===== src/logic/exec_pkg.sv =====
`default_nettype none

package exec_pkg;

    // command word field positions
    localparam int OPCODE_MSB       = 31;
    localparam int OPCODE_LSB       = 28;
    localparam int SET_FLAGS_BIT    = 27;
    localparam int IMM_SEL_BIT      = 26;
    localparam int RD_MSB           = 25;
    localparam int RD_LSB           = 22;
    localparam int RN_MSB           = 21;
    localparam int RN_LSB           = 18;
    localparam int RM_MSB           = 17;
    localparam int RM_LSB           = 14;
    localparam int IMM14_MSB        = 13;
    localparam int IMM14_LSB        = 0;
    localparam int SHIFT_OP_MSB     = 13;   // overlaps imm14
    localparam int SHIFT_OP_LSB     = 12;
    localparam int SHIFT_BY_REG_BIT = 11;
    localparam int SHAMT_MSB        = 10;
    localparam int SHAMT_LSB        = 6;
    localparam int RS_MSB           = 9;    // shares bits with shamt
    localparam int RS_LSB           = 6;

    localparam logic [3:0] OP_ADD = 4'd0;
    localparam logic [3:0] OP_SUB = 4'd1;
    localparam logic [3:0] OP_AND = 4'd2;
    localparam logic [3:0] OP_ORR = 4'd3;
    localparam logic [3:0] OP_EOR = 4'd4;
    localparam logic [3:0] OP_MOV = 4'd5;
    localparam logic [3:0] OP_MVN = 4'd6;
    localparam logic [3:0] OP_CMP = 4'd7;
    localparam logic [3:0] OP_B   = 4'd8;

    typedef enum logic [2:0] {
        ALU_ADD, ALU_SUB, ALU_AND, ALU_ORR, ALU_EOR, ALU_PASS_B, ALU_NOT_B
    } alu_op_t;

    typedef enum logic [1:0] {SH_LSL, SH_LSR, SH_ASR, SH_ROR} shift_op_t;

    // word addresses on adr[6:2]
    localparam logic [4:0] ADR_CMD      = 5'd0;
    localparam logic [4:0] ADR_STATUS   = 5'd1;
    localparam logic [4:0] ADR_PC       = 5'd2;
    localparam logic [4:0] ADR_REG_BASE = 5'd16;

endpackage

`default_nettype wire


===== src/logic/alu.sv =====
`timescale 1ns/1ps
`default_nettype none

module alu
    import exec_pkg::*;
(
    input  wire logic [31:0] a,
    input  wire logic [31:0] b,
    input  wire alu_op_t     alu_op,
    input  wire logic        carry_in,      // current C flag
    input  wire logic        shift_carry,
    input  wire logic [3:0]  flags_in,      // nzcv
    output logic      [31:0] result,
    output logic      [3:0]  flags_out
);

    logic [32:0] sum;
    logic [32:0] diff;
    logic        c;
    logic        v;

    assign sum  = {1'b0, a} + {1'b0, b};
    assign diff = {1'b0, a} + {1'b0, ~b} + 33'd1;   // bit 32 set means no borrow

    always_comb begin
        c = shift_carry;    // logic ops and moves take the shifter carry
        v = flags_in[0];    // and keep V
        case (alu_op)
            ALU_ADD: begin
                result = sum[31:0];
                c      = sum[32];
                v      = (a[31] == b[31]) && (sum[31] != a[31]);
            end
            ALU_SUB: begin
                result = diff[31:0];
                c      = diff[32];
                v      = (a[31] != b[31]) && (diff[31] != a[31]);
            end
            ALU_AND:    result = a & b;
            ALU_ORR:    result = a | b;
            ALU_EOR:    result = a ^ b;
            ALU_PASS_B: result = b;
            ALU_NOT_B:  result = ~b;
            default: begin
                result = '0;
                c      = carry_in;  // unused code, flags hold
            end
        endcase
        flags_out = {result[31], result == 32'd0, c, v};
    end

endmodule

`default_nettype wire


===== src/logic/barrel_shifter.sv =====
`timescale 1ns/1ps
`default_nettype none

module barrel_shifter
    import exec_pkg::*;
(
    input  wire logic [31:0] value,
    input  wire shift_op_t   shift_op,
    input  wire logic [4:0]  amount,
    input  wire logic        carry_in,
    output logic      [31:0] result,
    output logic             carry_out
);

    logic [5:0] inv_amt;    // 32 - amount, for lsl carry and ror wrap

    assign inv_amt = 6'd32 - {1'b0, amount};

    always_comb begin
        result    = value;
        carry_out = carry_in;
        if (amount != 5'd0) begin
            case (shift_op)
                SH_LSL: begin
                    result    = value << amount;
                    carry_out = value[inv_amt[4:0]];  // last bit shifted out the top
                end
                SH_LSR: begin
                    result    = value >> amount;
                    carry_out = value[amount - 5'd1];
                end
                SH_ASR: begin
                    result    = $unsigned($signed(value) >>> amount);
                    carry_out = value[amount - 5'd1];
                end
                default: begin  // ror
                    result    = (value >> amount) | (value << inv_amt);
                    carry_out = value[amount - 5'd1];
                end
            endcase
        end
    end

endmodule

`default_nettype wire


===== src/logic/datapath.sv =====
`timescale 1ns/1ps
`default_nettype none

module datapath
    import exec_pkg::*;
#(
    parameter int PC_WIDTH = 11,
    parameter int START_PC = 0
) (
    input  wire logic        clk,
    input  wire logic        rst,
    // register addresses
    input  wire logic [3:0]  a_addr,
    input  wire logic [3:0]  b_addr,
    input  wire logic [3:0]  s_addr,
    input  wire logic [3:0]  w_addr,
    // capture and write enables
    input  wire logic        en_a,
    input  wire logic        en_b,
    input  wire logic        en_s,
    input  wire logic        w_en,
    input  wire logic        en_status,
    // operand and pc controls
    input  wire logic        sel_a_pc,
    input  wire logic        sel_imm,
    input  wire logic        sel_branch_imm,
    input  wire logic        sel_shift_reg,
    input  wire logic        load_branch,
    input  wire logic        step_pc,
    // command fields
    input  wire shift_op_t   shift_op,
    input  wire logic [4:0]  shamt,
    input  wire logic [13:0] imm14,
    input  wire alu_op_t     alu_op,
    // host port
    input  wire logic [3:0]  host_addr,
    input  wire logic        host_w_en,
    input  wire logic [31:0] host_w_data,
    // read back
    output logic      [31:0] host_r_data,
    output logic      [3:0]  status_out,
    output logic      [31:0] pc
);

    logic [31:0]         a_data;
    logic [31:0]         b_data;
    logic [31:0]         s_data;
    logic [PC_WIDTH-1:0] rf_pc;

    logic [31:0] a_q;
    logic [31:0] b_q;
    logic [4:0]  s_q;
    logic [3:0]  status_q;     // nzcv

    logic [31:0] imm_ext;
    logic [31:0] sh_result;
    logic        sh_carry;
    logic [31:0] alu_b;
    logic [31:0] alu_result;
    logic [3:0]  alu_flags;

    regfile #(
        .PC_WIDTH (PC_WIDTH),
        .START_PC (START_PC)
    ) u_regfile (
        .clk           (clk),
        .rst           (rst),
        .w_addr        (w_addr),
        .w_data        (alu_result),
        .w_en          (w_en),
        .host_addr     (host_addr),
        .host_w_data   (host_w_data),
        .host_w_en     (host_w_en),
        .a_addr        (a_addr),
        .b_addr        (b_addr),
        .s_addr        (s_addr),
        .a_data        (a_data),
        .b_data        (b_data),
        .s_data        (s_data),
        .host_r_data   (host_r_data),
        .pc            (rf_pc),
        .load_branch   (load_branch),
        .step_pc       (step_pc),
        .branch_target (alu_result[PC_WIDTH-1:0])   // pc + offset from the adder
    );

    barrel_shifter u_barrel_shifter (
        .value     (b_q),
        .shift_op  (shift_op),
        .amount    (s_q),
        .carry_in  (status_q[1]),
        .result    (sh_result),
        .carry_out (sh_carry)
    );

    alu u_alu (
        .a           (a_q),
        .b           (alu_b),
        .alu_op      (alu_op),
        .carry_in    (status_q[1]),
        .shift_carry (sh_carry),
        .flags_in    (status_q),
        .result      (alu_result),
        .flags_out   (alu_flags)
    );

    assign pc = {{(32 - PC_WIDTH){1'b0}}, rf_pc};

    // branch offsets are signed, data immediates are not
    assign imm_ext = sel_branch_imm ? {{18{imm14[13]}}, imm14} : {18'd0, imm14};
    assign alu_b   = sel_imm ? imm_ext : sh_result;

    // operand registers
    always_ff @(posedge clk) begin
        if (en_a) begin
            a_q <= sel_a_pc ? pc : a_data;
        end
        if (en_b) begin
            b_q <= b_data;
        end
        if (en_s) begin
            s_q <= sel_shift_reg ? s_data[4:0] : shamt;    // low 5 bits of rs
        end
    end

    always_ff @(posedge clk) begin
        if (rst) begin
            status_q <= '0;
        end else if (en_status) begin
            status_q <= alu_flags;
        end
    end

    assign status_out = status_q;

endmodule

`default_nettype wire


===== src/logic/exec_core.sv =====
`timescale 1ns/1ps
`default_nettype none

module exec_core
    import exec_pkg::*;
#(
    parameter int PC_WIDTH = 11,
    parameter int START_PC = 0
) (
    input  wire logic        clk,
    input  wire logic        rst,
    input  wire logic        cyc,
    input  wire logic        stb,
    input  wire logic        we,
    input  wire logic [6:0]  adr,
    input  wire logic [31:0] dat_w,
    input  wire logic [3:0]  sel,   // full-word accesses only
    output logic      [31:0] dat_r,
    output logic             ack
);

    logic [3:0]  a_addr;
    logic [3:0]  b_addr;
    logic [3:0]  s_addr;
    logic [3:0]  w_addr;
    logic        en_a;
    logic        en_b;
    logic        en_s;
    logic        w_en;
    logic        en_status;
    logic        sel_a_pc;
    logic        sel_imm;
    logic        sel_branch_imm;
    logic        sel_shift_reg;
    logic        load_branch;
    logic        step_pc;
    shift_op_t   shift_op;
    logic [4:0]  shamt;
    logic [13:0] imm14;
    alu_op_t     alu_op;
    logic [3:0]  host_addr;
    logic        host_w_en;
    logic [31:0] host_w_data;
    logic [31:0] host_r_data;
    logic [3:0]  status_out;
    logic [31:0] pc;

    exec_ctrl u_exec_ctrl (
        .clk            (clk),
        .rst            (rst),
        .cyc            (cyc),
        .stb            (stb),
        .we             (we),
        .adr            (adr),
        .dat_w          (dat_w),
        .dat_r          (dat_r),
        .ack            (ack),
        .a_addr         (a_addr),
        .b_addr         (b_addr),
        .s_addr         (s_addr),
        .w_addr         (w_addr),
        .en_a           (en_a),
        .en_b           (en_b),
        .en_s           (en_s),
        .w_en           (w_en),
        .en_status      (en_status),
        .sel_a_pc       (sel_a_pc),
        .sel_imm        (sel_imm),
        .sel_branch_imm (sel_branch_imm),
        .sel_shift_reg  (sel_shift_reg),
        .load_branch    (load_branch),
        .step_pc        (step_pc),
        .shift_op       (shift_op),
        .shamt          (shamt),
        .imm14          (imm14),
        .alu_op         (alu_op),
        .host_addr      (host_addr),
        .host_w_en      (host_w_en),
        .host_w_data    (host_w_data),
        .host_r_data    (host_r_data),
        .status_out     (status_out),
        .pc             (pc)
    );

    datapath #(
        .PC_WIDTH (PC_WIDTH),
        .START_PC (START_PC)
    ) u_datapath (
        .clk            (clk),
        .rst            (rst),
        .a_addr         (a_addr),
        .b_addr         (b_addr),
        .s_addr         (s_addr),
        .w_addr         (w_addr),
        .en_a           (en_a),
        .en_b           (en_b),
        .en_s           (en_s),
        .w_en           (w_en),
        .en_status      (en_status),
        .sel_a_pc       (sel_a_pc),
        .sel_imm        (sel_imm),
        .sel_branch_imm (sel_branch_imm),
        .sel_shift_reg  (sel_shift_reg),
        .load_branch    (load_branch),
        .step_pc        (step_pc),
        .shift_op       (shift_op),
        .shamt          (shamt),
        .imm14          (imm14),
        .alu_op         (alu_op),
        .host_addr      (host_addr),
        .host_w_en      (host_w_en),
        .host_w_data    (host_w_data),
        .host_r_data    (host_r_data),
        .status_out     (status_out),
        .pc             (pc)
    );

endmodule

`default_nettype wire


===== src/logic/exec_ctrl.sv =====
`timescale 1ns/1ps
`default_nettype none

module exec_ctrl
    import exec_pkg::*;
(
    input  wire logic        clk,
    input  wire logic        rst,
    // wishbone slave
    input  wire logic        cyc,
    input  wire logic        stb,
    input  wire logic        we,
    input  wire logic [6:0]  adr,
    input  wire logic [31:0] dat_w,
    output logic      [31:0] dat_r,
    output logic             ack,
    // datapath control
    output logic      [3:0]  a_addr,
    output logic      [3:0]  b_addr,
    output logic      [3:0]  s_addr,
    output logic      [3:0]  w_addr,
    output logic             en_a,
    output logic             en_b,
    output logic             en_s,
    output logic             w_en,
    output logic             en_status,
    output logic             sel_a_pc,
    output logic             sel_imm,
    output logic             sel_branch_imm,
    output logic             sel_shift_reg,
    output logic             load_branch,
    output logic             step_pc,
    output shift_op_t        shift_op,
    output logic      [4:0]  shamt,
    output logic      [13:0] imm14,
    output alu_op_t          alu_op,
    output logic      [3:0]  host_addr,
    output logic             host_w_en,
    output logic      [31:0] host_w_data,
    // datapath read back
    input  wire logic [31:0] host_r_data,
    input  wire logic [3:0]  status_out,
    input  wire logic [31:0] pc
);

    typedef enum logic [1:0] {IDLE, LOAD, EXEC, DONE} state_t;

    state_t      state;
    logic [31:0] cmd_q;
    logic [4:0]  word;
    logic        req;
    logic        cmd_start;
    logic        acc_start;
    logic        is_reg_word;
    logic [3:0]  opcode;
    logic        imm_sel;
    logic        is_branch;
    logic        is_alu;        // ops 0..6 write rd

    assign word        = adr[6:2];
    assign req         = cyc & stb & ~ack;  // held stb after ack starts nothing
    assign cmd_start   = (state == IDLE) & req & we & (word == ADR_CMD);
    assign acc_start   = (state == IDLE) & req & ~cmd_start;
    assign is_reg_word = word >= ADR_REG_BASE;

    always_ff @(posedge clk) begin
        if (rst) begin
            state <= IDLE;
            ack   <= 1'b0;
        end else begin
            ack <= 1'b0;
            case (state)
                IDLE: begin
                    if (cmd_start) begin
                        state <= LOAD;
                    end else if (acc_start) begin
                        ack <= 1'b1;    // register and status words, one cycle
                    end
                end
                LOAD: state <= EXEC;
                EXEC: begin
                    state <= DONE;
                    ack   <= 1'b1;
                end
                default: state <= IDLE;     // DONE, ack drops here
            endcase
        end
    end

    always_ff @(posedge clk) begin
        if (cmd_start) begin
            cmd_q <= dat_w;
        end
    end

    // command decode
    assign opcode    = cmd_q[OPCODE_MSB:OPCODE_LSB];
    assign imm_sel   = cmd_q[IMM_SEL_BIT];
    assign is_branch = opcode == OP_B;
    assign is_alu    = opcode <= OP_MVN;

    assign a_addr   = cmd_q[RN_MSB:RN_LSB];
    assign b_addr   = cmd_q[RM_MSB:RM_LSB];
    assign s_addr   = cmd_q[RS_MSB:RS_LSB];
    assign w_addr   = cmd_q[RD_MSB:RD_LSB];
    assign imm14    = cmd_q[IMM14_MSB:IMM14_LSB];
    assign shift_op = shift_op_t'(cmd_q[SHIFT_OP_MSB:SHIFT_OP_LSB]);
    // zero amount for immediates, so the shifter hands back the old C
    assign shamt    = imm_sel ? 5'd0 : cmd_q[SHAMT_MSB:SHAMT_LSB];

    assign sel_a_pc       = is_branch;
    assign sel_imm        = imm_sel | is_branch;
    assign sel_branch_imm = is_branch;
    assign sel_shift_reg  = ~imm_sel & cmd_q[SHIFT_BY_REG_BIT];

    always_comb begin
        case (opcode)
            OP_SUB, OP_CMP: alu_op = ALU_SUB;
            OP_AND:         alu_op = ALU_AND;
            OP_ORR:         alu_op = ALU_ORR;
            OP_EOR:         alu_op = ALU_EOR;
            OP_MOV:         alu_op = ALU_PASS_B;
            OP_MVN:         alu_op = ALU_NOT_B;
            default:        alu_op = ALU_ADD;  // add, and pc + offset for branches
        endcase
    end

    assign en_a        = state == LOAD;
    assign en_b        = state == LOAD;
    assign en_s        = state == LOAD;
    assign w_en        = (state == EXEC) & is_alu;
    assign en_status   = (state == EXEC) & ((cmd_q[SET_FLAGS_BIT] & is_alu) | (opcode == OP_CMP));
    assign load_branch = (state == EXEC) & is_branch;
    assign step_pc     = (state == EXEC) & ~is_branch;     // no-ops still advance

    // host register access
    assign host_addr   = word[3:0];
    assign host_w_en   = acc_start & we & is_reg_word;
    assign host_w_data = dat_w;

    always_comb begin
        if (is_reg_word) begin
            dat_r = host_r_data;
        end else if (word == ADR_STATUS) begin
            dat_r = {status_out, 28'd0};
        end else if (word == ADR_PC) begin
            dat_r = pc;
        end else begin
            dat_r = '0;     // cmd and unmapped words
        end
    end

endmodule

`default_nettype wire


===== src/logic/regfile.sv =====
`timescale 1ns/1ps
`default_nettype none

module regfile #(
    parameter int PC_WIDTH = 11,
    parameter int START_PC = 0
) (
    input  wire logic                clk,
    input  wire logic                rst,
    input  wire logic [3:0]          w_addr,
    input  wire logic [31:0]         w_data,
    input  wire logic                w_en,
    input  wire logic [3:0]          host_addr,
    input  wire logic [31:0]         host_w_data,
    input  wire logic                host_w_en,
    input  wire logic [3:0]          a_addr,
    input  wire logic [3:0]          b_addr,
    input  wire logic [3:0]          s_addr,
    output logic      [31:0]         a_data,
    output logic      [31:0]         b_data,
    output logic      [31:0]         s_data,
    output logic      [31:0]         host_r_data,
    output logic      [PC_WIDTH-1:0] pc,
    input  wire logic                load_branch,
    input  wire logic                step_pc,
    input  wire logic [PC_WIDTH-1:0] branch_target
);

    logic [31:0] regs [16];

    always_ff @(posedge clk) begin
        if (rst) begin
            for (int i = 0; i < 16; i++) begin
                regs[i] <= '0;
            end
        end else begin
            if (w_en) begin
                regs[w_addr] <= w_data;
            end
            if (host_w_en) begin
                regs[host_addr] <= host_w_data; // later assignment, host wins
            end
        end
    end

    // program counter
    always_ff @(posedge clk) begin
        if (rst) begin
            pc <= PC_WIDTH'(START_PC);
        end else if (load_branch) begin
            pc <= branch_target;
        end else if (step_pc) begin
            pc <= pc + 1'b1;    // wraps at 2**PC_WIDTH
        end
    end

    assign a_data      = regs[a_addr];
    assign b_data      = regs[b_addr];
    assign s_data      = regs[s_addr];
    assign host_r_data = regs[host_addr];

endmodule

`default_nettype wire


===== config.mk =====
export PLATFORM = sky130hd
export DESIGN_NAME = exec_core
export DESIGN_NICKNAME = d
export VERILOG_FILES = /design/src/logic/exec_pkg.sv /design/src/logic/alu.sv /design/src/logic/barrel_shifter.sv /design/src/logic/datapath.sv /design/src/logic/exec_core.sv /design/src/logic/exec_ctrl.sv /design/src/logic/regfile.sv
export SDC_FILE = /design/constraint.sdc
export NUM_CORES = 2
export LEC_CHECK = 0
export BUFFER_PORTS_ARGS = -buffer_cell sky130_fd_sc_hd__buf_2
export CAP_MARGIN = 30
export CORE_MARGIN = 4
export CORE_UTILIZATION = 60
export CTS_CLUSTER_SIZE = 8
export DETAILED_ROUTE_END_ITERATION = 16
export PLACE_DENSITY = 0.77
export SYNTH_ARGS = -nofsm -noshare
export SYNTH_HDL_FRONTEND = slang
export SYNTH_SLANG_ARGS = --single-unit

===== constraint.sdc =====
create_clock -name clk -period 8.69 [get_ports clk]
set_input_delay 0.4345 -clock clk [delete_from_list [all_inputs] [get_ports clk]]
set_output_delay 0.4345 -clock clk [all_outputs]
set_load 0.02 [all_outputs]

==> impl_metrics.json <==
{
  "initial_core_utilization_pct": 61.0,
  "dieHeight_um": 295,
  "power.static_leakage_nw": 19.4,
  "fp.coreArea_um2": 81100,
  "gp_congestion": 1.14,
  "worstHoldPathType": "in -> reg",
  "kind_of_end_point_of_the_critical_path": "register",
  "synth-seq-cells": 639,
  "clock_latency_reported_for_the_late_side_of_the_worst_skew_pair_ns": 0.69,
  "post-synth-top-area-fraction_pct": 37.2,
  "drt_iter0_drc": 9404,
  "io_pins": 81,
  "report.final.hold_viol_count": 0,
  "yosys_most_used_dff": "sky130_fd_sc_hd__edfxtp_1",
  "yosysSeqAreaShare_pct": 38.3,
  "synth-async-reset-ratio_pct": 0,
  "max_freq_mhz": 125,
  "p_sw_share_pct": 41.1,
  "timing_worst_slew_pin_value_ns": 1.18,
  "fin_util_pct": 66.1,
  "clk_pin_slew_worst_paths_ns": 0.06,
  "synth_cell_types": 127,
  "crit_fanout": 16,
  "layout_min_cycle_time_ns": 8.03,
  "antenna_found_initial": 15,
  "area.growth.synth_to_final_pct": 8.35,
  "synthCells": 4140,
  "timing.setup.tns_ns": 0,
  "kind_of_start_point_of_the_critical_path": "register",
  "synth.top_cells.by_area": "sky130_fd_sc_hd__edfxtp_1 (37%), sky130_fd_sc_hd__mux4_2 (26%), sky130_fd_sc_hd__nor2_1 (5.2%), sky130_fd_sc_hd__mux2i_1 (2.7%), sky130_fd_sc_hd__ha_1 (2.6%)",
  "layout.cells.non_filler": 5206,
  "sequential_power_share_pct": 31.8,
  "crit_required_ns": 9.07,
  "chipWidth_um": 295,
  "grt_pass1_wl_mm": 307,
  "intPower_w": 0.00725,
  "placement.cell_area_um2": 50900,
  "combinationalPowerShare_pct": 41.5,
  "vias": 43700,
  "place.port_buffers": 74,
  "finalClockSkew_ns": 0.0678,
  "grtUsageTotal_pct": 49.5,
  "finalMaxSlewViolations": 0,
  "dr.pass1.iters": 7,
  "setup_viol": 0,
  "design.final.nets": 4268,
  "die-area_um2": 87000,
  "post_synth_top_area_cell": "sky130_fd_sc_hd__edfxtp_1",
  "number_of_nets_in_the_synthesized_netlist": 4292,
  "finish.instance_area_um2": 53600,
  "fraction_of_final_layout_cells_sized_beyond_drive_strength_1_pct": 27.8,
  "cts-root-buf": "sky130_fd_sc_hd__clkbuf_16",
  "power_per_cell_area_nw_per_um2": 230,
  "rows": 104,
  "synth_edf_count": 613,
  "max_cap_viol_count": 0,
  "critPathKind": "reg -> reg",
  "post_detailed_routing_wire_length_mm": 217,
  "drc_errors": 0,
  "post_synth_instance_area_um2": 49400,
  "via_count_of_the_first_global_routing_pass": 42400,
  "h-tree-depth": 3,
  "grt.overflow.total": 0,
  "cts.repair.resized": 0,
  "irDropWorstVdd_uv": 218,
  "postSynthAreaPerCell_um2": 11.9,
  "dp.final_hpwl_mm": 135,
  "status": "complete, no violations",
  "max_slew_margin_pct": 21.1,
  "dp.cells": 5073,
  "synth-warning-count": 0,
  "cts_buffer_depth": 3,
  "postRouteAntennaNets": 0,
  "setup_slack_on_the_worst_flop_to_flop_path_ns": 0.66,
  "switching_power_summed_over_all_nets_w": 0.00506,
  "clkSinkCount": 639,
  "grt_setup_unrepaired": "no",
  "route.detailed.vias_per_inst": 8.40,
  "grt_max_degree": 108,
  "routed_wire_length_per_instance_um": 41.6,
  "crit_arrival_ns": 8.41,
  "post-route-period-util_pct": 92.4,
  "power_frac_clock_pct": 26.7,
  "numCtsBuffers": 90,
  "cts_tree": "built"
}
[synthesized netlist by cell type (39+ instances only)]
cell type and n:
sky130_fd_sc_hd__a21oi_1 142, sky130_fd_sc_hd__mux2i_1 135, sky130_fd_sc_hd__nor3_1 76, sky130_fd_sc_hd__ha_1 102, sky130_fd_sc_hd__buf_2 42, sky130_fd_sc_hd__nand2_1 271
sky130_fd_sc_hd__and2_1 50, sky130_fd_sc_hd__clkbuf_1 245, sky130_fd_sc_hd__o211ai_1 39, sky130_fd_sc_hd__o21ai_0 120, sky130_fd_sc_hd__mux2_2 57, sky130_fd_sc_hd__nand2b_1 39
sky130_fd_sc_hd__nand3_1 50, sky130_fd_sc_hd__a31oi_1 44, sky130_fd_sc_hd__buf_1 45, sky130_fd_sc_hd__inv_1 108, sky130_fd_sc_hd__nor2_1 688, sky130_fd_sc_hd__mux4_2 572
sky130_fd_sc_hd__edfxtp_1 613
[routing by layer]
layer / global-route usage (%) / share of wire, % / routed length, um
met3: 24.4 / 19 / 40800
met5: 0.488 / 0.058 / 125
met4: 34.2 / 9.6 / 20900
met1: 60.1 / 30 / 66000
met2: 69.7 / 41 / 89000
[layout make-up]
| class | count | area (um2) |
|---|---|---|
| multi-input combinational | 2972 | 28000 |
| fill | 5593 | 27500 |
| sequential | 639 | 18900 |
| clock buffer | 108 | 2320 |
| timing repair buffer | 298 | 2320 |
| tap | 1060 | 1330 |
| inverter | 115 | 432 |
| clock inverter | 9 | 199 |
| antenna | 5 | 12.5 |
[sequential cells by signal, indices dropped and copies added, names as in the netlist, named ones only]
register / flops
u_datapath.s_q: 5
u_exec_ctrl.cmd_q: 32
u_datapath.a_q: 32
u_datapath.u_regfile.pc: 11
u_exec_ctrl.state: 2
u_datapath.u_regfile.regs: 512
u_datapath.status_out: 4
u_exec_ctrl.ack: 1
u_datapath.b_q: 32
[cells in the final DEF, fill, tap and decap left out, types with 57 or more instances in the layout]
| cell | n |
|---|---|
| sky130_fd_sc_hd__nor2_1 | 683 |
| sky130_fd_sc_hd__clkbuf_16 | 90 |
| sky130_fd_sc_hd__edfxtp_1 | 613 |
| sky130_fd_sc_hd__buf_2 | 71 |
| sky130_fd_sc_hd__mux2i_1 | 135 |
| sky130_fd_sc_hd__buf_4 | 200 |
| sky130_fd_sc_hd__inv_1 | 108 |
| sky130_fd_sc_hd__mux4_2 | 572 |
| sky130_fd_sc_hd__a21oi_1 | 142 |
| sky130_fd_sc_hd__nor3_1 | 76 |
| sky130_fd_sc_hd__mux2_2 | 57 |
| sky130_fd_sc_hd__ha_1 | 101 |
| sky130_fd_sc_hd__o21ai_0 | 120 |
| sky130_fd_sc_hd__nand2_1 | 255 |
[worst paths after layout]
| kind | from | depth (start not counted) | end |
|---|---|---|---|
| hold reg to reg | u_exec_ctrl.cmd_q[21] | 2 | register |
| setup reg to reg | u_datapath.s_q[0] | 26 | u_datapath.u_regfile.regs[5][25] |
| hold / removal | dat_w[8] | 1 | u_exec_ctrl.cmd_q[8] |
| setup / recovery | u_datapath.s_q[0] | 26 | u_datapath.u_regfile.regs[5][25] |
[critical path, cell delays in order (launching register included)]
cell and delay (ns):
sky130_fd_sc_hd__edfxtp_1 0.43, sky130_fd_sc_hd__inv_2 0.15, sky130_fd_sc_hd__ha_1 0.56, sky130_fd_sc_hd__and2_1 0.26, sky130_fd_sc_hd__ha_1 0.26, sky130_fd_sc_hd__inv_1 0.24
sky130_fd_sc_hd__o21ai_1 0.22, sky130_fd_sc_hd__nor2_1 0.31, sky130_fd_sc_hd__a31oi_1 0.32, sky130_fd_sc_hd__a2111oi_1 0.95, sky130_fd_sc_hd__inv_1 0.16, sky130_fd_sc_hd__ha_1 0.45
sky130_fd_sc_hd__inv_1 0.10, sky130_fd_sc_hd__a21oi_1 0.27, sky130_fd_sc_hd__a31oi_1 0.27, sky130_fd_sc_hd__a221oi_2 0.60, sky130_fd_sc_hd__a31oi_1 0.29, sky130_fd_sc_hd__a221oi_2 0.42
sky130_fd_sc_hd__o21bai_1 0.10, sky130_fd_sc_hd__a21oi_1 0.16, sky130_fd_sc_hd__o211ai_1 0.10, sky130_fd_sc_hd__and2b_2 0.26, sky130_fd_sc_hd__o311ai_1 0.12, sky130_fd_sc_hd__buf_4 0.19
sky130_fd_sc_hd__mux2i_4 0.13, sky130_fd_sc_hd__buf_4 0.28, sky130_fd_sc_hd__nor2_1 0.10
[power groups by stage]
stage / sequential (W) / clock (W) / combinational, W
after floorplan: 0.00373 / 0 / 0.00320
after global placement: 0.00390 / 0 / 0.00474
after detailed placement: 0.00392 / 0 / 0.00476
after CTS: 0.00387 / 0.00325 / 0.00480
after global routing: 0.00389 / 0.00341 / 0.00524
final: 0.00391 / 0.00328 / 0.00511
[timing repair]
action / in CTS / in global routing
hold endpoints to repair: 5 / 1
buffers inserted: 0 / 0
hold buffers: 5 / 1
[stage by stage]
stage | worst slack, ns | total power (W) | hold WS (ns)
after CTS | 0.936 | 0.0119 | 0.000235
after floorplan | 1.57 | 0.00693 | 0.415
final | 0.663 | 0.0123 | 0.00748
after detailed placement | 0.997 | 0.00868 | 0.433
after global routing | 0.251 | 0.0125 | 0.00234
after global placement | 1.06 | 0.00864 | 0.428
[cell families (layout without fill, tap and decap cells)]
kind of cell / count (synthesis) / count (layout) / share of synthesized area (%)
buffers and inverters: 529 / 530 / 5.34
XOR/XNOR: 26 / 26 / 0.476
other: 0 / 5 / 0
adder cells (fa/ha/maj): 104 / 104 / 2.66
AO/OA/AOI/OAI: 741 / 741 / 10.6
flip-flops: 639 / 639 / 38.3
AND/OR/NAND/NOR: 1323 / 1323 / 11.8
multiplexers: 778 / 778 / 30.8
No activity file was read; power rests on OpenSTA's default activity.
